<file path="src/dual_cam_defines.svh">
`ifndef DUAL_CAM_DEFINES_SVH
`define DUAL_CAM_DEFINES_SVH

// Frame geometry, width must be even for the side-by-side split
`define DC_FRAME_WIDTH    8
`define DC_FRAME_HEIGHT   4

// Bus and pixel widths
`define DC_BUS_WIDTH      32
`define DC_ADDR_WIDTH     32
`define DC_PIX_WIDTH      24

// FIFO sizing, prog_full leaves room for words already in flight
`define DC_FIFO_DEPTH     16
`define DC_FIFO_PROG_FULL 12

// Register word addresses, decoded from address bits 5:2
`define DC_REG_START      4'd0
`define DC_REG_ID         4'd4
`define DC_REG_STATUS     4'd5
`define DC_REG_CNT_IN1    4'd6
`define DC_REG_CNT_IN2    4'd7
`define DC_REG_CNT_OUT    4'd8

`define DC_ID_VALUE       32'hABCD_1234

`endif

</file>
<file path="src/dual_cam_pkg.sv">
`include "dual_cam_defines.svh"

package dual_cam_pkg;

   // One RGB888 pixel
   typedef logic [`DC_PIX_WIDTH-1:0] pixel_t;

   // Merged output beat, frame_end marks the last pixel of a frame
   typedef struct packed {
      logic   frame_end;
      pixel_t pix;
   } merged_beat_t;

   // One word on a DMA read stream
   typedef struct packed {
      logic [`DC_BUS_WIDTH-1:0]   data;
      logic [`DC_BUS_WIDTH/8-1:0] keep;
   } dma_rd_stream_t;

   // Error pulses from one FIFO
   typedef struct packed {
      logic overflow;
      logic underflow;
   } fifo_events_t;

   // Everything the register bank counts or latches
   typedef struct packed {
      logic         in1_push;
      logic         in2_push;
      logic         out_pop;
      fifo_events_t in1_fifo;
      fifo_events_t in2_fifo;
      fifo_events_t out_fifo;
   } dbg_events_t;

endpackage

</file>
<file path="src/pix_fifo.sv">
`timescale 1ns/1ps
`include "dual_cam_defines.svh"

module pix_fifo #(
   parameter type payload_t = dual_cam_pkg::pixel_t,
   parameter int  DEPTH     = `DC_FIFO_DEPTH
) (
   input  logic                      clk,
   input  logic                      rst,
   input  logic                      push_i,
   input  payload_t                  data_i,
   input  logic                      pop_i,
   output payload_t                  data_o,
   output logic                      empty_o,
   output logic                      prog_full_o,
   output dual_cam_pkg::fifo_events_t events_o
);

   localparam int PTR_W = $clog2(DEPTH);
   localparam int CNT_W = $clog2(DEPTH + 1);

   payload_t         mem [DEPTH];
   logic [PTR_W-1:0] wr_ptr;
   logic [PTR_W-1:0] rd_ptr;
   logic [CNT_W-1:0] count;
   logic [CNT_W-1:0] count_nxt;
   logic             full;
   logic             do_push;
   logic             do_pop;
   logic             prog_full_q;

   function automatic logic [PTR_W-1:0] ptr_inc(input logic [PTR_W-1:0] p);
      return (p == PTR_W'(DEPTH - 1)) ? '0 : p + 1'b1;
   endfunction

   assign full    = (count == CNT_W'(DEPTH));
   assign empty_o = (count == '0);
   assign do_push = push_i && !full;
   assign do_pop  = pop_i && !empty_o;

   // Show-ahead read side
   assign data_o      = mem[rd_ptr];
   assign prog_full_o = prog_full_q;

   // Bad operations are flagged and otherwise ignored
   assign events_o.overflow  = push_i && full;
   assign events_o.underflow = pop_i && empty_o;

   always_comb begin
      count_nxt = count;
      if (do_push && !do_pop) begin
         count_nxt = count + 1'b1;
      end else if (do_pop && !do_push) begin
         count_nxt = count - 1'b1;
      end
   end

   always_ff @(posedge clk or posedge rst) begin
      if (rst) begin
         wr_ptr      <= '0;
         rd_ptr      <= '0;
         count       <= '0;
         prog_full_q <= 1'b0;
      end else begin
         if (do_push) begin
            wr_ptr <= ptr_inc(wr_ptr);
         end
         if (do_pop) begin
            rd_ptr <= ptr_inc(rd_ptr);
         end
         count       <= count_nxt;
         prog_full_q <= (count_nxt >= CNT_W'(`DC_FIFO_PROG_FULL));
      end
   end

   always_ff @(posedge clk) begin
      if (do_push) begin
         mem[wr_ptr] <= data_i;
      end
   end

endmodule

</file>
<file path="src/dma_stream_rx.sv">
`timescale 1ns/1ps
`include "dual_cam_defines.svh"

module dma_stream_rx (
   input  logic                         clk,
   input  logic                         rst,
   input  dual_cam_pkg::dma_rd_stream_t rd_i,
   input  logic                         rvalid_i,
   output logic                         rready_o,
   input  logic                         in_prog_full_i,
   input  logic                         out_prog_full_i,
   output logic                         push_o,
   output dual_cam_pkg::pixel_t         pixel_o
);

   logic                 rready_q;
   logic                 push_q;
   dual_cam_pkg::pixel_t pixel_q;

   // Stop taking words once either FIFO on the path nears full
   always_ff @(posedge clk or posedge rst) begin
      if (rst) begin
         rready_q <= 1'b0;
         push_q   <= 1'b0;
      end else begin
         rready_q <= !in_prog_full_i && !out_prog_full_i;
         // Partial words are dropped
         push_q   <= rvalid_i && rready_q && (&rd_i.keep);
      end
   end

   always_ff @(posedge clk) begin
      pixel_q <= rd_i.data[`DC_PIX_WIDTH-1:0];
   end

   assign rready_o = rready_q;
   assign push_o   = push_q;
   assign pixel_o  = pixel_q;

endmodule

</file>
<file path="src/dual_cam_merger.sv">
`timescale 1ns/1ps
`include "dual_cam_defines.svh"

module dual_cam_merger (
   input  logic                       clk,
   input  logic                       rst,
   input  dual_cam_pkg::pixel_t       pix1_i,
   input  dual_cam_pkg::pixel_t       pix2_i,
   input  logic                       empty1_i,
   input  logic                       empty2_i,
   input  logic                       out_prog_full_i,
   output logic                       pop_o,
   output dual_cam_pkg::merged_beat_t beat_o,
   output logic                       beat_valid_o
);

   localparam int COL_W = $clog2(`DC_FRAME_WIDTH);
   localparam int ROW_W = $clog2(`DC_FRAME_HEIGHT);
   localparam int HALF  = `DC_FRAME_WIDTH / 2;

   logic [COL_W-1:0]           col;
   logic [ROW_W-1:0]           row;
   logic                       pop;
   logic                       last_col;
   logic                       last_row;
   logic                       beat_valid_q;
   dual_cam_pkg::merged_beat_t beat_q;

   // Both cameras advance together, stalled by output back-pressure
   assign pop      = !empty1_i && !empty2_i && !out_prog_full_i;
   assign last_col = (col == COL_W'(`DC_FRAME_WIDTH - 1));
   assign last_row = (row == ROW_W'(`DC_FRAME_HEIGHT - 1));

   //////////////////////////////////////////////////////////////////////
   // Frame position
   //////////////////////////////////////////////////////////////////////

   always_ff @(posedge clk or posedge rst) begin
      if (rst) begin
         col          <= '0;
         row          <= '0;
         beat_valid_q <= 1'b0;
      end else begin
         beat_valid_q <= pop;
         if (pop) begin
            col <= last_col ? '0 : col + 1'b1;
            if (last_col) begin
               row <= last_row ? '0 : row + 1'b1;
            end
         end
      end
   end

   // Left half from camera 1, right half from camera 2
   always_ff @(posedge clk) begin
      if (pop) begin
         beat_q.pix       <= (col < COL_W'(HALF)) ? pix1_i : pix2_i;
         beat_q.frame_end <= last_col && last_row;
      end
   end

   assign pop_o        = pop;
   assign beat_o       = beat_q;
   assign beat_valid_o = beat_valid_q;

endmodule

</file>
<file path="src/dma_frame_writer.sv">
`timescale 1ns/1ps
`include "dual_cam_defines.svh"

module dma_frame_writer (
   input  logic                       clk,
   input  logic                       rst,
   input  logic                       start_i,
   input  dual_cam_pkg::merged_beat_t beat_i,
   input  logic                       empty_i,
   output logic                       pop_o,
   input  logic                       dma_wready_i,
   output logic                       dma_wvalid_o,
   output logic                       dma_wlast_o,
   output logic [`DC_BUS_WIDTH-1:0]   dma_wdata_o,
   output logic                       frame_rst_o
);

   localparam int BEATS = `DC_FRAME_WIDTH * `DC_FRAME_HEIGHT;
   localparam int CNT_W = $clog2(BEATS);

   logic             start_q;
   logic             start_rise;
   logic             armed;
   logic [CNT_W-1:0] beat_cnt;
   logic             last;
   logic             wvalid;
   logic             xfer;
   logic             frame_rst_q;

   assign start_rise = start_i && !start_q;
   assign last       = (beat_cnt == CNT_W'(BEATS - 1));
   assign wvalid     = armed && !empty_i;
   assign xfer       = wvalid && dma_wready_i;

   always_ff @(posedge clk or posedge rst) begin
      if (rst) begin
         start_q     <= 1'b0;
         armed       <= 1'b0;
         beat_cnt    <= '0;
         frame_rst_q <= 1'b0;
      end else begin
         start_q <= start_i;
         if (start_rise) begin
            armed <= 1'b1;
         end else if (xfer && last) begin
            armed <= 1'b0;
         end
         if (xfer) begin
            beat_cnt <= last ? '0 : beat_cnt + 1'b1;
         end
         // Clears FIFOs and merger once the frame's final pixel leaves
         frame_rst_q <= xfer && beat_i.frame_end;
      end
   end

   assign pop_o        = xfer;
   assign dma_wvalid_o = wvalid;
   assign dma_wlast_o  = wvalid && last;
   assign dma_wdata_o  = {{(`DC_BUS_WIDTH - `DC_PIX_WIDTH){1'b0}}, beat_i.pix};
   assign frame_rst_o  = frame_rst_q;

endmodule

</file>
<file path="src/ctrl_regs.sv">
`timescale 1ns/1ps
`include "dual_cam_defines.svh"

module ctrl_regs (
   input  logic                      clk,
   input  logic                      rst,
   input  logic                      reg_we_i,
   input  logic [`DC_ADDR_WIDTH-1:0] reg_waddr_i,
   input  logic [`DC_BUS_WIDTH-1:0]  reg_wdata_i,
   input  logic                      reg_re_i,
   input  logic [`DC_ADDR_WIDTH-1:0] reg_raddr_i,
   output logic [`DC_BUS_WIDTH-1:0]  reg_rdata_o,
   output logic                      reg_rvalid_o,
   input  dual_cam_pkg::dbg_events_t events_i,
   output logic                      start_o
);

   logic                     start_q;
   logic                     re_q;
   logic                     re_rise;
   logic                     rvalid_q;
   logic [5:0]               sticky;
   logic [5:0]               sticky_set;
   logic [`DC_BUS_WIDTH-1:0] cnt_in1;
   logic [`DC_BUS_WIDTH-1:0] cnt_in2;
   logic [`DC_BUS_WIDTH-1:0] cnt_out;
   logic [`DC_BUS_WIDTH-1:0] rd_mux;
   logic [`DC_BUS_WIDTH-1:0] rdata_q;

   // Read enable may be held, only its leading edge counts
   assign re_rise = reg_re_i && !re_q;

   assign sticky_set = {events_i.in1_fifo.underflow, events_i.in1_fifo.overflow,
                        events_i.in2_fifo.underflow, events_i.in2_fifo.overflow,
                        events_i.out_fifo.underflow, events_i.out_fifo.overflow};

   //////////////////////////////////////////////////////////////////////
   // Control and debug state
   //////////////////////////////////////////////////////////////////////

   always_ff @(posedge clk or posedge rst) begin
      if (rst) begin
         start_q  <= 1'b0;
         re_q     <= 1'b0;
         rvalid_q <= 1'b0;
         sticky   <= '0;
         cnt_in1  <= '0;
         cnt_in2  <= '0;
         cnt_out  <= '0;
      end else begin
         if (reg_we_i && (reg_waddr_i[5:2] == `DC_REG_START)) begin
            start_q <= reg_wdata_i[0];
         end
         re_q     <= reg_re_i;
         rvalid_q <= re_rise;
         sticky   <= sticky | sticky_set;
         if (events_i.in1_push) begin
            cnt_in1 <= cnt_in1 + 1'b1;
         end
         if (events_i.in2_push) begin
            cnt_in2 <= cnt_in2 + 1'b1;
         end
         if (events_i.out_pop) begin
            cnt_out <= cnt_out + 1'b1;
         end
      end
   end

   //////////////////////////////////////////////////////////////////////
   // Read path
   //////////////////////////////////////////////////////////////////////

   always_comb begin
      case (reg_raddr_i[5:2])
         `DC_REG_ID:      rd_mux = `DC_ID_VALUE;
         `DC_REG_STATUS:  rd_mux = {{(`DC_BUS_WIDTH - 6){1'b0}}, sticky};
         `DC_REG_CNT_IN1: rd_mux = cnt_in1;
         `DC_REG_CNT_IN2: rd_mux = cnt_in2;
         `DC_REG_CNT_OUT: rd_mux = cnt_out;
         default:         rd_mux = '0;
      endcase
   end

   // Data is presented with rvalid and zero otherwise
   always_ff @(posedge clk) begin
      rdata_q <= re_rise ? rd_mux : '0;
   end

   assign reg_rdata_o  = rdata_q;
   assign reg_rvalid_o = rvalid_q;
   assign start_o      = start_q;

endmodule

</file>
<file path="src/dual_cam_accel_top.sv">
`timescale 1ns/1ps
`include "dual_cam_defines.svh"

module dual_cam_accel_top (
   input  logic                         clk,
   input  logic                         rst,
   // Register bus
   input  logic                         reg_we_i,
   input  logic [`DC_ADDR_WIDTH-1:0]    reg_waddr_i,
   input  logic [`DC_BUS_WIDTH-1:0]     reg_wdata_i,
   input  logic                         reg_re_i,
   input  logic [`DC_ADDR_WIDTH-1:0]    reg_raddr_i,
   output logic [`DC_BUS_WIDTH-1:0]     reg_rdata_o,
   output logic                         reg_rvalid_o,
   // DMA read streams
   input  dual_cam_pkg::dma_rd_stream_t dma1_rd_i,
   input  logic                         dma1_rvalid_i,
   output logic                         dma1_rready_o,
   input  dual_cam_pkg::dma_rd_stream_t dma2_rd_i,
   input  logic                         dma2_rvalid_i,
   output logic                         dma2_rready_o,
   // DMA write stream
   input  logic                         dma_wready_i,
   output logic                         dma_wvalid_o,
   output logic                         dma_wlast_o,
   output logic [`DC_BUS_WIDTH-1:0]     dma_wdata_o
);

   logic                       soft_rst;
   logic                       frame_rst;
   logic                       start;
   logic                       push1;
   logic                       push2;
   dual_cam_pkg::pixel_t       pix1_in;
   dual_cam_pkg::pixel_t       pix2_in;
   dual_cam_pkg::pixel_t       pix1_out;
   dual_cam_pkg::pixel_t       pix2_out;
   logic                       empty1;
   logic                       empty2;
   logic                       empty_out;
   logic                       prog_full1;
   logic                       prog_full2;
   logic                       prog_full_out;
   logic                       merge_pop;
   logic                       beat_push;
   logic                       out_pop;
   dual_cam_pkg::merged_beat_t beat_in;
   dual_cam_pkg::merged_beat_t beat_out;
   dual_cam_pkg::fifo_events_t ev1;
   dual_cam_pkg::fifo_events_t ev2;
   dual_cam_pkg::fifo_events_t ev_out;
   dual_cam_pkg::dbg_events_t  dbg_events;

   // FIFOs and merger restart after every frame
   assign soft_rst = rst || frame_rst;

   assign dbg_events = '{in1_push: push1, in2_push: push2, out_pop: out_pop,
                         in1_fifo: ev1, in2_fifo: ev2, out_fifo: ev_out};

   //////////////////////////////////////////////////////////////////////
   // Camera inputs
   //////////////////////////////////////////////////////////////////////

   dma_stream_rx u_rx1 (
      .clk (clk), .rst (rst), .rd_i (dma1_rd_i), .rvalid_i (dma1_rvalid_i),
      .rready_o (dma1_rready_o), .in_prog_full_i (prog_full1),
      .out_prog_full_i (prog_full_out), .push_o (push1), .pixel_o (pix1_in)
   );

   dma_stream_rx u_rx2 (
      .clk (clk), .rst (rst), .rd_i (dma2_rd_i), .rvalid_i (dma2_rvalid_i),
      .rready_o (dma2_rready_o), .in_prog_full_i (prog_full2),
      .out_prog_full_i (prog_full_out), .push_o (push2), .pixel_o (pix2_in)
   );

   pix_fifo #(.payload_t (dual_cam_pkg::pixel_t)) u_in_fifo1 (
      .clk (clk), .rst (soft_rst), .push_i (push1), .data_i (pix1_in),
      .pop_i (merge_pop), .data_o (pix1_out), .empty_o (empty1),
      .prog_full_o (prog_full1), .events_o (ev1)
   );

   pix_fifo #(.payload_t (dual_cam_pkg::pixel_t)) u_in_fifo2 (
      .clk (clk), .rst (soft_rst), .push_i (push2), .data_i (pix2_in),
      .pop_i (merge_pop), .data_o (pix2_out), .empty_o (empty2),
      .prog_full_o (prog_full2), .events_o (ev2)
   );

   //////////////////////////////////////////////////////////////////////
   // Merge and output
   //////////////////////////////////////////////////////////////////////

   dual_cam_merger u_merger (
      .clk (clk), .rst (soft_rst), .pix1_i (pix1_out), .pix2_i (pix2_out),
      .empty1_i (empty1), .empty2_i (empty2), .out_prog_full_i (prog_full_out),
      .pop_o (merge_pop), .beat_o (beat_in), .beat_valid_o (beat_push)
   );

   pix_fifo #(.payload_t (dual_cam_pkg::merged_beat_t)) u_out_fifo (
      .clk (clk), .rst (soft_rst), .push_i (beat_push), .data_i (beat_in),
      .pop_i (out_pop), .data_o (beat_out), .empty_o (empty_out),
      .prog_full_o (prog_full_out), .events_o (ev_out)
   );

   dma_frame_writer u_writer (
      .clk (clk), .rst (rst), .start_i (start), .beat_i (beat_out),
      .empty_i (empty_out), .pop_o (out_pop), .dma_wready_i (dma_wready_i),
      .dma_wvalid_o (dma_wvalid_o), .dma_wlast_o (dma_wlast_o),
      .dma_wdata_o (dma_wdata_o), .frame_rst_o (frame_rst)
   );

   ctrl_regs u_regs (
      .clk (clk), .rst (rst), .reg_we_i (reg_we_i), .reg_waddr_i (reg_waddr_i),
      .reg_wdata_i (reg_wdata_i), .reg_re_i (reg_re_i), .reg_raddr_i (reg_raddr_i),
      .reg_rdata_o (reg_rdata_o), .reg_rvalid_o (reg_rvalid_o),
      .events_i (dbg_events), .start_o (start)
   );

endmodule

</file>
<file path="config.mk">
export PLATFORM = sky130hd
export DESIGN_NAME = dual_cam_accel_top
export DESIGN_NICKNAME = d
export VERILOG_FILES = /design/src/dual_cam_pkg.sv /design/src/pix_fifo.sv /design/src/dma_stream_rx.sv /design/src/dual_cam_merger.sv /design/src/dma_frame_writer.sv /design/src/ctrl_regs.sv /design/src/dual_cam_accel_top.sv
export VERILOG_INCLUDE_DIRS = /design/src
export SDC_FILE = /design/constraint.sdc
export NUM_CORES = 1
export LEC_CHECK = 0
export BUFFER_PORTS_ARGS = -buffer_cell sky130_fd_sc_hd__buf_2
export CAP_MARGIN = 40
export CORE_UTILIZATION = 50
export DETAILED_ROUTE_END_ITERATION = 8
export GPL_TIMING_DRIVEN = 0
export PLACE_DENSITY_LB_ADDON = 0.3
export RECOVER_POWER = 25
export SLEW_MARGIN = 20
export SYNTH_ARGS = -nofsm -noshare
export SYNTH_HDL_FRONTEND = slang
export SYNTH_SLANG_ARGS = --single-unit
</file>
<file path="constraint.sdc">
create_clock -name clk -period 5.3 [get_ports clk]
set_input_delay 0.265 -clock clk [delete_from_list [all_inputs] [get_ports clk]]
set_output_delay 0.265 -clock clk [all_outputs]
set_load 0.03 [all_outputs]
</file>
After elaboration in Yosys (flattened, before gate mapping) --
Memories as Yosys holds them, arrays and structs flattened. Cells that the tools add are included.
Word-level totals: bits in registers 270, memory bits (writable) 1168, bits of input ports 175, output and inout port bits 69, word-level logic and storage cells 164, memories kept 3
Cells by class: add/subtract/negate cells 18, magnitude comparators 4, equal/unequal tests 17, muxes and demuxes 25, bitwise logic cells 1, reduce and logical (&&, ||, !) cells 61
Memories:
- u_out_fifo.mem | depth 16, width 25, rd ports 1, clocked after memory_dff 0, wr ports 1, line pix_fifo.sv:22 | payload_t mem [DEPTH];
- u_in_fifo1.mem | depth 16, width 24, rd ports 1, clocked after memory_dff 0, wr ports 1, line pix_fifo.sv:22
- u_in_fifo2.mem | depth 16, width 24, rd ports 1, clocked after memory_dff 0, wr ports 1, line pix_fifo.sv:22
Operators with widths (number):
- 32-bit one-hot mux with 5 select lines | 1
- 32-bit by 1-bit adder with 32-bit output, second input constant | 3
- 1-bit logical AND | 35
- 5-bit two-way mux | 7
- 4-bit == test, second input constant | 7
- 4-bit by 1-bit adder with 4-bit output, second input constant | 6
- 24-bit two-way mux | 1
- 4-bit two-way mux | 6
- 5-bit by 1-bit adder with 5-bit output, second input constant | 4
- 5-bit == test, second input constant | 4
- 1-bit zero test | 17
- 4-bit by 3-bit == test with 1-bit output, second input constant | 4
- 5-bit by 4-bit >= comparator with 1-bit output, second input constant | 3
- 5-bit zero test | 3
- 5-bit by 1-bit subtractor with 5-bit output, second input constant | 3
- 1-bit two-way mux | 8
- 4-bit AND reduction | 2
- 6-bit OR | 1
- 4-bit zero test | 1
- 3-bit by 1-bit adder with 3-bit output, second input constant | 1
- 3-bit == test, second input constant | 1
- 3-bit < comparator, second input constant | 1
- 3-bit two-way mux | 1
- 2-bit by 1-bit adder with 2-bit output, second input constant | 1
- 5 further kinds | 5

Depth between registers and ports, before layout --
Gate-level depths: netlist of the first run.
depth after elaboration 9, mapped depth 11, depth with buffers taken out 8

Hierarchy --
From an unflattened synthesis of the first run, not the netlist that was laid out.
Second synthesis, totals: cell total of the unflattened synthesis 2732, area total of the unflattened synthesis 55977.4 µm²
Modules (own cells, without submodules):
- pix_fifo (u_in_fifo1 ...) | instances 2, cells an instance 642, area each 15372.2 µm², sequential area each 11881.4 µm²
- pix_fifo (u_out_fifo) | instances 1, cells an instance 664, area each 16009.1 µm², sequential area each 12361.9 µm²
- ctrl_regs | instances 1, cells an instance 578, area each 6110.9 µm², sequential area each 3268.1 µm²
- dual_cam_merger | instances 1, cells an instance 73, area each 1367.6 µm², sequential area each 900.9 µm²
- dma_stream_rx | instances 2, cells an instance 31, area each 551.8 µm², sequential area each 530.5 µm²
- dma_frame_writer | instances 1, cells an instance 70, area each 635.6 µm², sequential area each 200.2 µm²
- dual_cam_accel_top | instances 1, cells an instance 1, area each 6.3 µm², sequential area each 0.0 µm²

Worst setup path before layout of the first run --
No wires, ideal clock.
path kind register to register, start reg u_in_fifo2.count[0], end mem u_in_fifo2.mem[3][0] in the netlist's numbering (enable), library setup time 435 ps, arrival time 3085 ps, required time 4865 ps, path slack 1780 ps, stages on the path, launching flop included 8, path buffers 1, clock period less this slack 3520 ps, path through dfrtp_1 -> inv_1 -> ha_1 -> nand4bb_1 -> and2_1 -> clkbuf_1 -> nand2_1 -> nor3_1
Between the ends: longest elaborated chain between the ends 5
RTL lines:
- start, declared | line pix_fifo.sv:25 | logic [CNT_W-1:0] count;
- start signal, assigned | line pix_fifo.sv:71 | count <= count_nxt;
- 5-bit == test | line pix_fifo.sv:36 | assign full = (count == CNT_W'(DEPTH));
- 1-bit zero test | line pix_fifo.sv:38 | assign do_push = push_i && !full;
- 1-bit logical AND | line pix_fifo.sv:38
- 1-bit two-way mux | line pix_fifo.sv:77 | if (do_push) begin
- 1-bit two-way mux (not written as such) | line pix_fifo.sv:78 | mem[wr_ptr] <= data_i;
- end, declared | line pix_fifo.sv:22
Every way passes these cells.

Final worst setup path of the first run --
start reg u_out_fifo.rd_ptr[1], end out dma_wdata_o[6]
Between the ends: longest elaborated chain between the ends 1
RTL lines:
- start, declared | line pix_fifo.sv:24 | logic [PTR_W-1:0] rd_ptr;
- start signal, assigned | line pix_fifo.sv:69 | rd_ptr <= ptr_inc(rd_ptr);
- memory 16 x 25 bit
- end, declared | line dual_cam_accel_top.sv:26 | output logic [`DC_BUS_WIDTH-1:0] dma_wdata_o
Every way passes these cells.

==> results of run 1 <==
[layout by cell type, fill, tap and decap left out, types with 54 or more instances in the layout]
cell type	count
a21oi_1	64
buf_2	164
clkbuf_1	142
clkbuf_16	150
dfrtp_1	165
dfxtp_1	80
dlygate4sd3_1	56
edfxtp_1	1193
mux2_2	54
mux2i_1	74
mux4_2	293
nand2_1	164
nor2_1	61
o21ai_0	70
xnor2_1	76
[layer usage]
| layer | vias to the layer above | wire length (µm) |
|---|---|---|
| li1 | 12400 | - |
| met1 | 14800 | 49400 |
| met2 | 1015 | 61700 |
| met3 | 187 | 7180 |
| met4 | 0 | 3480 |
| met5 | - | 0 |
[where the power goes]
part           switching, mW  internal [mW]  leakage (nW)
registers              0.858           13.7          13.6
logic                   5.16           3.82          6.01
clock network           4.30           6.00          2.36
[cell families after synthesis]
kind of cell               after synthesis  share of synthesized area
buffers and inverters                  196                     0.0156
adders and majority gates               29                    0.00651
xor gates and xnor gates               111                     0.0176
other                                    1                  0.0000673
AOI/OAI and AO/OA                      265                     0.0299
DFF                                   1438                      0.745
muxes                                  421                      0.143
and+or+nand+nor                        461                     0.0424
[repair_timing]
| action | in CTS | in global routing |
|---|---|---|
| endpoints found under the setup margin | 0 | 0 |
| endpoints found under the hold margin | 157 | 0 |
| hold buffers | 56 | 0 |
| resized for setup | 0 | 0 |
[worst min-delay path by stage]
| stage | start | end | slack (ns) | depth (start not counted) |
|---|---|---|---|---|
| floorplan | dma1_rd_i[4] | u_rx1.pixel_o[0] | 0.29 | 0 |
| global placement | dma2_rd_i[7] | u_rx2.pixel_o[3] | 0.37 | 1 |
| detailed placement | u_writer.frame_rst_o | u_out_fifo.rd_ptr[2] | 0.23 | 1 |
| CTS | rst | u_out_fifo.rd_ptr[0] | 0.03 | 3 |
| global route | reg_raddr_i[2] | u_regs.reg_rdata_o[24] | 0.11 | 4 |
| finish | reg_raddr_i[2] | u_regs.reg_rdata_o[24] | 0.08 | 4 |
[tightest hold or removal path, delay by kind of cell]
family | cells | cell delay (ns)
compound gates | 1 | 0.10
simple gates | 1 | 0.08
buf+inv | 2 | 0.33
[flip-flops by register name (all words and copies together), names as in the netlist, 2 cells and up]
name	count
u_in_fifo1.rd_ptr	4
u_in_fifo2.mem	384
u_out_fifo.count	5
u_in_fifo2.wr_ptr	4
u_rx2.pixel_o	24
u_out_fifo.rd_ptr	4
u_merger.col	3
u_rx1.pixel_o	24
u_in_fifo1.count	5
u_in_fifo1.wr_ptr	4
u_merger.beat_o	25
u_out_fifo.wr_ptr	4
u_merger.row	2
u_writer.beat_cnt	5
u_regs.sticky	6
u_regs.cnt_out	32
u_in_fifo1.mem	384
u_regs.cnt_in1	32
u_regs.cnt_in2	32
u_regs.reg_rdata_o	32
u_in_fifo2.count	5
u_out_fifo.mem	400
u_in_fifo2.rd_ptr	4
[cell type report]
class                   count  area [µm²]
plain buffers             165         751
clock buffers             195        4050
clock inverters            76         781
fillers                  7996       46000
inverters                  31         118
multi-input cells        1295       13500
flip-flops and latches   1438       41600
well taps                1488        1860
repair buffers            239        2080
[stage by stage]
stage	power (mW)	setup TNS, ns	util
2_1_floorplan	20.6	0	-
3_3_place_gp	23.3	-55.15	0.527
6_report	33.8	0	0.585
5_1_grt	35.1	0	0.585
3_5_place_dp	23.8	0	0.536
4_1_cts	34.1	0	0.584
==> summary.md, run 1 <==
| Metric | Value |
|---|---|
| Clk slew on worst S/H paths | 0.06 ns |
| Port bufs | 131 |
| Max Buffers Root-to-Sink | 3 |
| Outcome | complete, but fails checks |
| Relative slew slack | -0.827 |
| Routed WL per cell | 24.7 µm |
| Cell taking the most area after synthesis | edfxtp_1 |
| Postcts setup bufs | 0 |
| Overall Global Routing Usage | 0.220 |
| Crit start category | register |
| Seq cells post-synth | 1,438 |
| Count leader, synth | edfxtp_1 |
| Synth cell types | 68 |
| Fin Hold WS | 0.0827 ns |
| DRC Markers | 0 |
| Dominant cells by area after synthesis | edfxtp_1 (64%), mux4_2 (12%), dfrtp_1 (7.4%) |
| CTS tree | done |
| Gr ovfl total | 0 |
| CTS H-tree depth | 4 |
| Detailed Route WL | 122,000 µm |
| Pin count of the biggest net entering global routing | 62 |
| IO Count | 244 |
| Synthesized area per cell | 19.1 µm² |
| ANT cells | 0 |
| Worst reg2reg path startpoint | u_in_fifo1.rd_ptr[2] |
| GR Util met2 | 0.375 |
| Die span in y | 336 µm |
| Synthesized cell area | 0.0557 mm² |
| Ys async rst share | 0.115 |
| CORE AREA | 0.111 mm² |
| Max-Cap Viols | 1 |
| Synth warn | 0 |
| Failing checks | capacitance limit, slew limit |
| EDFF count, synth | 1,193 |
| Max Freq | 0.257 GHz |
| Critical path required time | 5.04 ns |
| Most used routing layer | met2 |
| FF-to-FF End | u_merger.beat_o[12] |
| Final worst-path cycle share | 0.733 |
| Worst setup path start | u_out_fifo.rd_ptr[1] |
| Post-route ant nets | 0 |
| Synth top area share | 0.643 |
| Post-route insts no fill | 4,927 |
| Met3 Usage GRT | 0.0324 |
| Sink Count | 1,438 |
| Met1 GRT Util | 0.291 |
| Initial antenna violation count | 5 |
| Clk Latency, worst-skew pair | 0.75 ns |
| Via-to-Cell Ratio | 5.78 |
| Dpl hpwl | 80,200 µm |
| GP Congestion | 0.863 |
| Type of the tightest min-delay check | primary input to register |
| Critical Path AT | 3.62 ns |
| Clock root buffer master | clkbuf_16 |
| Die X | 336 µm |
| Share of layout cells above drive strength 1 | 0.251 |
| Vias in the first global route | 29,400 |
| Fin. Hold Viols | 0 |
| Final instance area | 0.0647 mm² |
| List of most frequent post-synthesis cells | edfxtp_1 (1,193), mux4_2 (293), dfrtp_1 (165) |
| CP cell instances | clkbuf_1 > clkbuf_1 > clkbuf_1 > a211oi_1 > a21oi_1 > buf_2 |
| DIE AREA | 0.113 mm² |
| First-pass GRT wire length | 182,000 µm |
| Slew Viols, Final | 57 |
| CP max FO | 10 |
| Cell mode on critical path | clkbuf_1 |
| Power Dens Cells | 523 mW/mm² |
| Worst Setup EP | dma_wdata_o[6] |
| Final Worst Setup Slack | 1.41 ns |
| Dpl cells | 4,593 |
| Critical path class | register to output port |
| Min Tclk post-route | 3.89 ns |
| Final Skew | 0.0192 ns |
| Worst stage delay on the critical path | 0.59 ns |
| Slew @ Worst Pin | 2.73 ns |
| Post-synthesis sequential area ratio | 0.745 |
| Dpl ws | 1.67 ns |
| Area growth syn-to-layout | 16.1% |
| Peak VDD IR | 0.416 mV |
| Pre-antenna DRT Iters | 5 |
| Main synth FF type | edfxtp_1 |
| Critical path's slowest cell | clkbuf_1 |
| Worst R2R Path Depth | 6 |
| CP top delay family | buffers and inverters |
| R2r setup slk | 1.75 ns |
| LEAKAGE | 22.0 nW |
| Initial Util | 0.504 |
| Synth Instances | 2,922 |
| Cts bufs inserted | 146 |
| Final setup fails | 0 |
| RSZ-0062 raised after global routing | no |
| Critical path buffers and inverters | 4 |
| CP endpoint kind | output port |
| Area after DPL | 0.0593 mm² |
| Vias | 28,500 |
| Num rows | 122 |
| Final nets | 3,520 |
| Crit path depth | 6 |
| DR iter-0 viols | 2,803 |
(Power assumes the default switching activity.)
==> run 2, diff against run 1 <==
==> constraint.sdc (replaced) <==
create_clock -name clk -period 3.75 [get_ports clk]
set_input_delay 0.1875 -clock clk [delete_from_list [all_inputs] [get_ports clk]]
set_output_delay 0.1875 -clock clk [all_outputs]
set_load 0.03 [all_outputs]
==> summary.md, run 2 (synthesized netlist as in run 1, its figures left out) <==
| Metric | Value |
|---|---|
| Outcome | complete, but fails checks |
| Failing checks | capacitance limit, slew limit |
| FF-to-FF End | u_merger.beat_o[12] |
| GP Congestion | 0.863 |
| Sink of the worst hold path | u_rx1.pixel_o[4] |
| Final nets | 3,521 |
| Power Dens Cells | 739 mW/mm² |
| Critical Path AT | 3.43 ns |
| Vias in the first global route | 29,400 |
| Fin. Hold Viols | 0 |
| Critical path's slowest cell | clkbuf_1 |
| Max-Cap Viols | 1 |
| Post-route ant nets | 0 |
| R2r setup slk | 0.18 ns |
| Vias | 28,400 |
| Die span in y | 336 µm |
| Worst stage delay on the critical path | 0.66 ns |
| Clock root buffer master | clkbuf_16 |
| Relative slew slack | -0.818 |
| Setup TNS | 0 ns |
| Largest regs | u_out_fifo.mem (400), u_in_fifo1.mem (384), u_in_fifo2.mem (384) |
| Pre-antenna DRT Iters | 5 |
| Worst R2R Path Depth | 7 |
| Final Skew | 0.0238 ns |
| CTS tree | done |
| Pin count of the biggest net entering global routing | 62 |
| DRC Markers | 0 |
| CP top delay family | buffers and inverters |
| Worst reg2reg path startpoint | u_in_fifo1.rd_ptr[0] |
| HP Start | dma1_rd_i[8] |
| Filler instances | 7,995 |
| Critical path class | register to output port |
| Area growth syn-to-layout | 16.2% |
| Clk slew on worst S/H paths | 0.06 ns |
| Dpl hpwl | 80,200 µm |
| Slew Viols, Final | 57 |
| Sink Count | 1,438 |
| CP max FO | 10 |
| CTS H-tree depth | 4 |
| Hold depth | 2 |
| Slew @ Worst Pin | 2.71 ns |
| Max Buffers Root-to-Sink | 3 |
| Routed WL per cell | 24.7 µm |
| Crit start category | register |
| Die X | 336 µm |
| Num rows | 122 |
| Largest register by flop count | u_out_fifo.mem |
| CP endpoint kind | output port |
| Commonest non-fill, non-tap cell in the layout | edfxtp_1 |
| Max FFs per register | 400 |
| Critical path required time | 3.56 ns |
| CP cell instances | clkbuf_1 > clkbuf_1 > mux4_2 > mux2i_1 > a21oi_1 > buf_2 |
| Type of the tightest min-delay check | primary input to register |
| Peak VDD IR | 0.590 mV |
| Detailed Route WL | 122,000 µm |
| IO Count | 244 |
| Final worst-path cycle share | 0.966 |
| Min Tclk post-route | 3.62 ns |
| Overall Power | 47.8 mW |
| Commonest non-fill, non-tap cells in the layout | edfxtp_1 (1,193), mux4_2 (293), dfrtp_1 (165), nand2_1 (164), buf_2 (163) |
| Critical path buffers and inverters | 3 |
| Via-to-Cell Ratio | 5.76 |
| Share of layout cells above drive strength 1 | 0.252 |
| Port bufs | 131 |
| DIE AREA | 0.113 mm² |
| Final setup fails | 0 |
| Cts bufs inserted | 146 |
| DR iter-0 viols | 2,792 |
| LEAKAGE | 22.0 nW |
| Initial Util | 0.504 |
| Cell mode on critical path | clkbuf_1 |
| Overall Global Routing Usage | 0.220 |
| Initial antenna violation count | 5 |
| ANT cells | 0 |
| Clk Latency, worst-skew pair | 0.75 ns |
| Max Freq | 0.276 GHz |
| Postcts setup bufs | 0 |
| First-pass GRT wire length | 182,000 µm |
| CORE AREA | 0.111 mm² |
| Gr ovfl total | 0 |
## run 2: changes by cell type in the layout (fill, tap and decap cells not counted)
cell           change
buf_12             +1
buf_16             +1
buf_4              +1
clkbuf_2           +3
dlygate4sd3_1      +2
buf_6              -1
clkbuf_1           -5
buf_2              -1
## run 2: final cells by class
cell class / count / area [µm²] / share of cell area
sequential: 1438 / 41600 / 0.642
buffer: 165 / 757 / 0.0117
inverter: 31 / 118 / 0.00182
clock inverter: 76 / 781 / 0.0121
timing repair buffer: 240 / 2130 / 0.0329
clock buffer: 195 / 4050 / 0.0626
tap: 1488 / 1860 / 0.0288
multi-input combinational: 1295 / 13500 / 0.208
## run 2: repair_timing
item | CTS | global route
resized for setup | 3 | 2
hold buffers | 58 | 0
hold endpoints to repair | 182 | 0
pin swaps | 0 | 0
endpoints found under the setup margin | 8 | 2
## run 2: how the worst max path moves through the flow
stage / startpoint / cells past startpoint / slack, ns / to
2_1_floorplan: u_in_fifo2.count[0] / 7 / 0.23 / u_in_fifo2.mem[3][0]
3_3_place_gp: u_rx2.push_o / 5 / -2.16 / u_in_fifo2.mem[3][10]
3_5_place_dp: u_in_fifo1.rd_ptr[2] / 6 / 0.12 / u_merger.beat_o[12]
4_1_cts: u_out_fifo.rd_ptr[1] / 6 / 0.02 / dma_wdata_o[7]
5_1_grt: u_out_fifo.rd_ptr[1] / 6 / -0.005 / dma_wdata_o[4]
6_report: u_out_fifo.rd_ptr[1] / 6 / 0.13 / dma_wdata_o[6]
## run 2: stage by stage
step | cells | area [µm²] | worst slack (ns) | util | hold slack (ns)
2_1_floorplan | 2929 | 55800 | 0.230 | - | 0.215
3_3_place_gp | 4548 | 58300 | -2.16 | 0.527 | 0.290
3_5_place_dp | 4593 | 59300 | 0.125 | 0.536 | 0.177
4_1_cts | 4922 | 64700 | 0.0211 | 0.585 | 0.0193
5_1_grt | 4928 | 64800 | -0.00532 | 0.585 | 0.0403
6_report | 4928 | 64800 | 0.129 | 0.585 | 0.0664
## run 2: routing by layer
metal / track usage / up-vias / share of wire
met5: 0 / - / 0
li1: - / 12400 / -
met4: 0.0769 / 0 / 0.029
met1: 0.291 / 14800 / 0.41
met3: 0.0324 / 185 / 0.059
met2: 0.374 / 1011 / 0.51
## run 2: power by group
group          leakage (nW)  internal, mW  total [mW]  switching (mW)
logic                  6.05          5.42        12.7            7.29
registers              13.6          19.3        20.6            1.22
clock network          2.36          8.49        14.6            6.08
total                  22.0          33.2        47.8            14.6
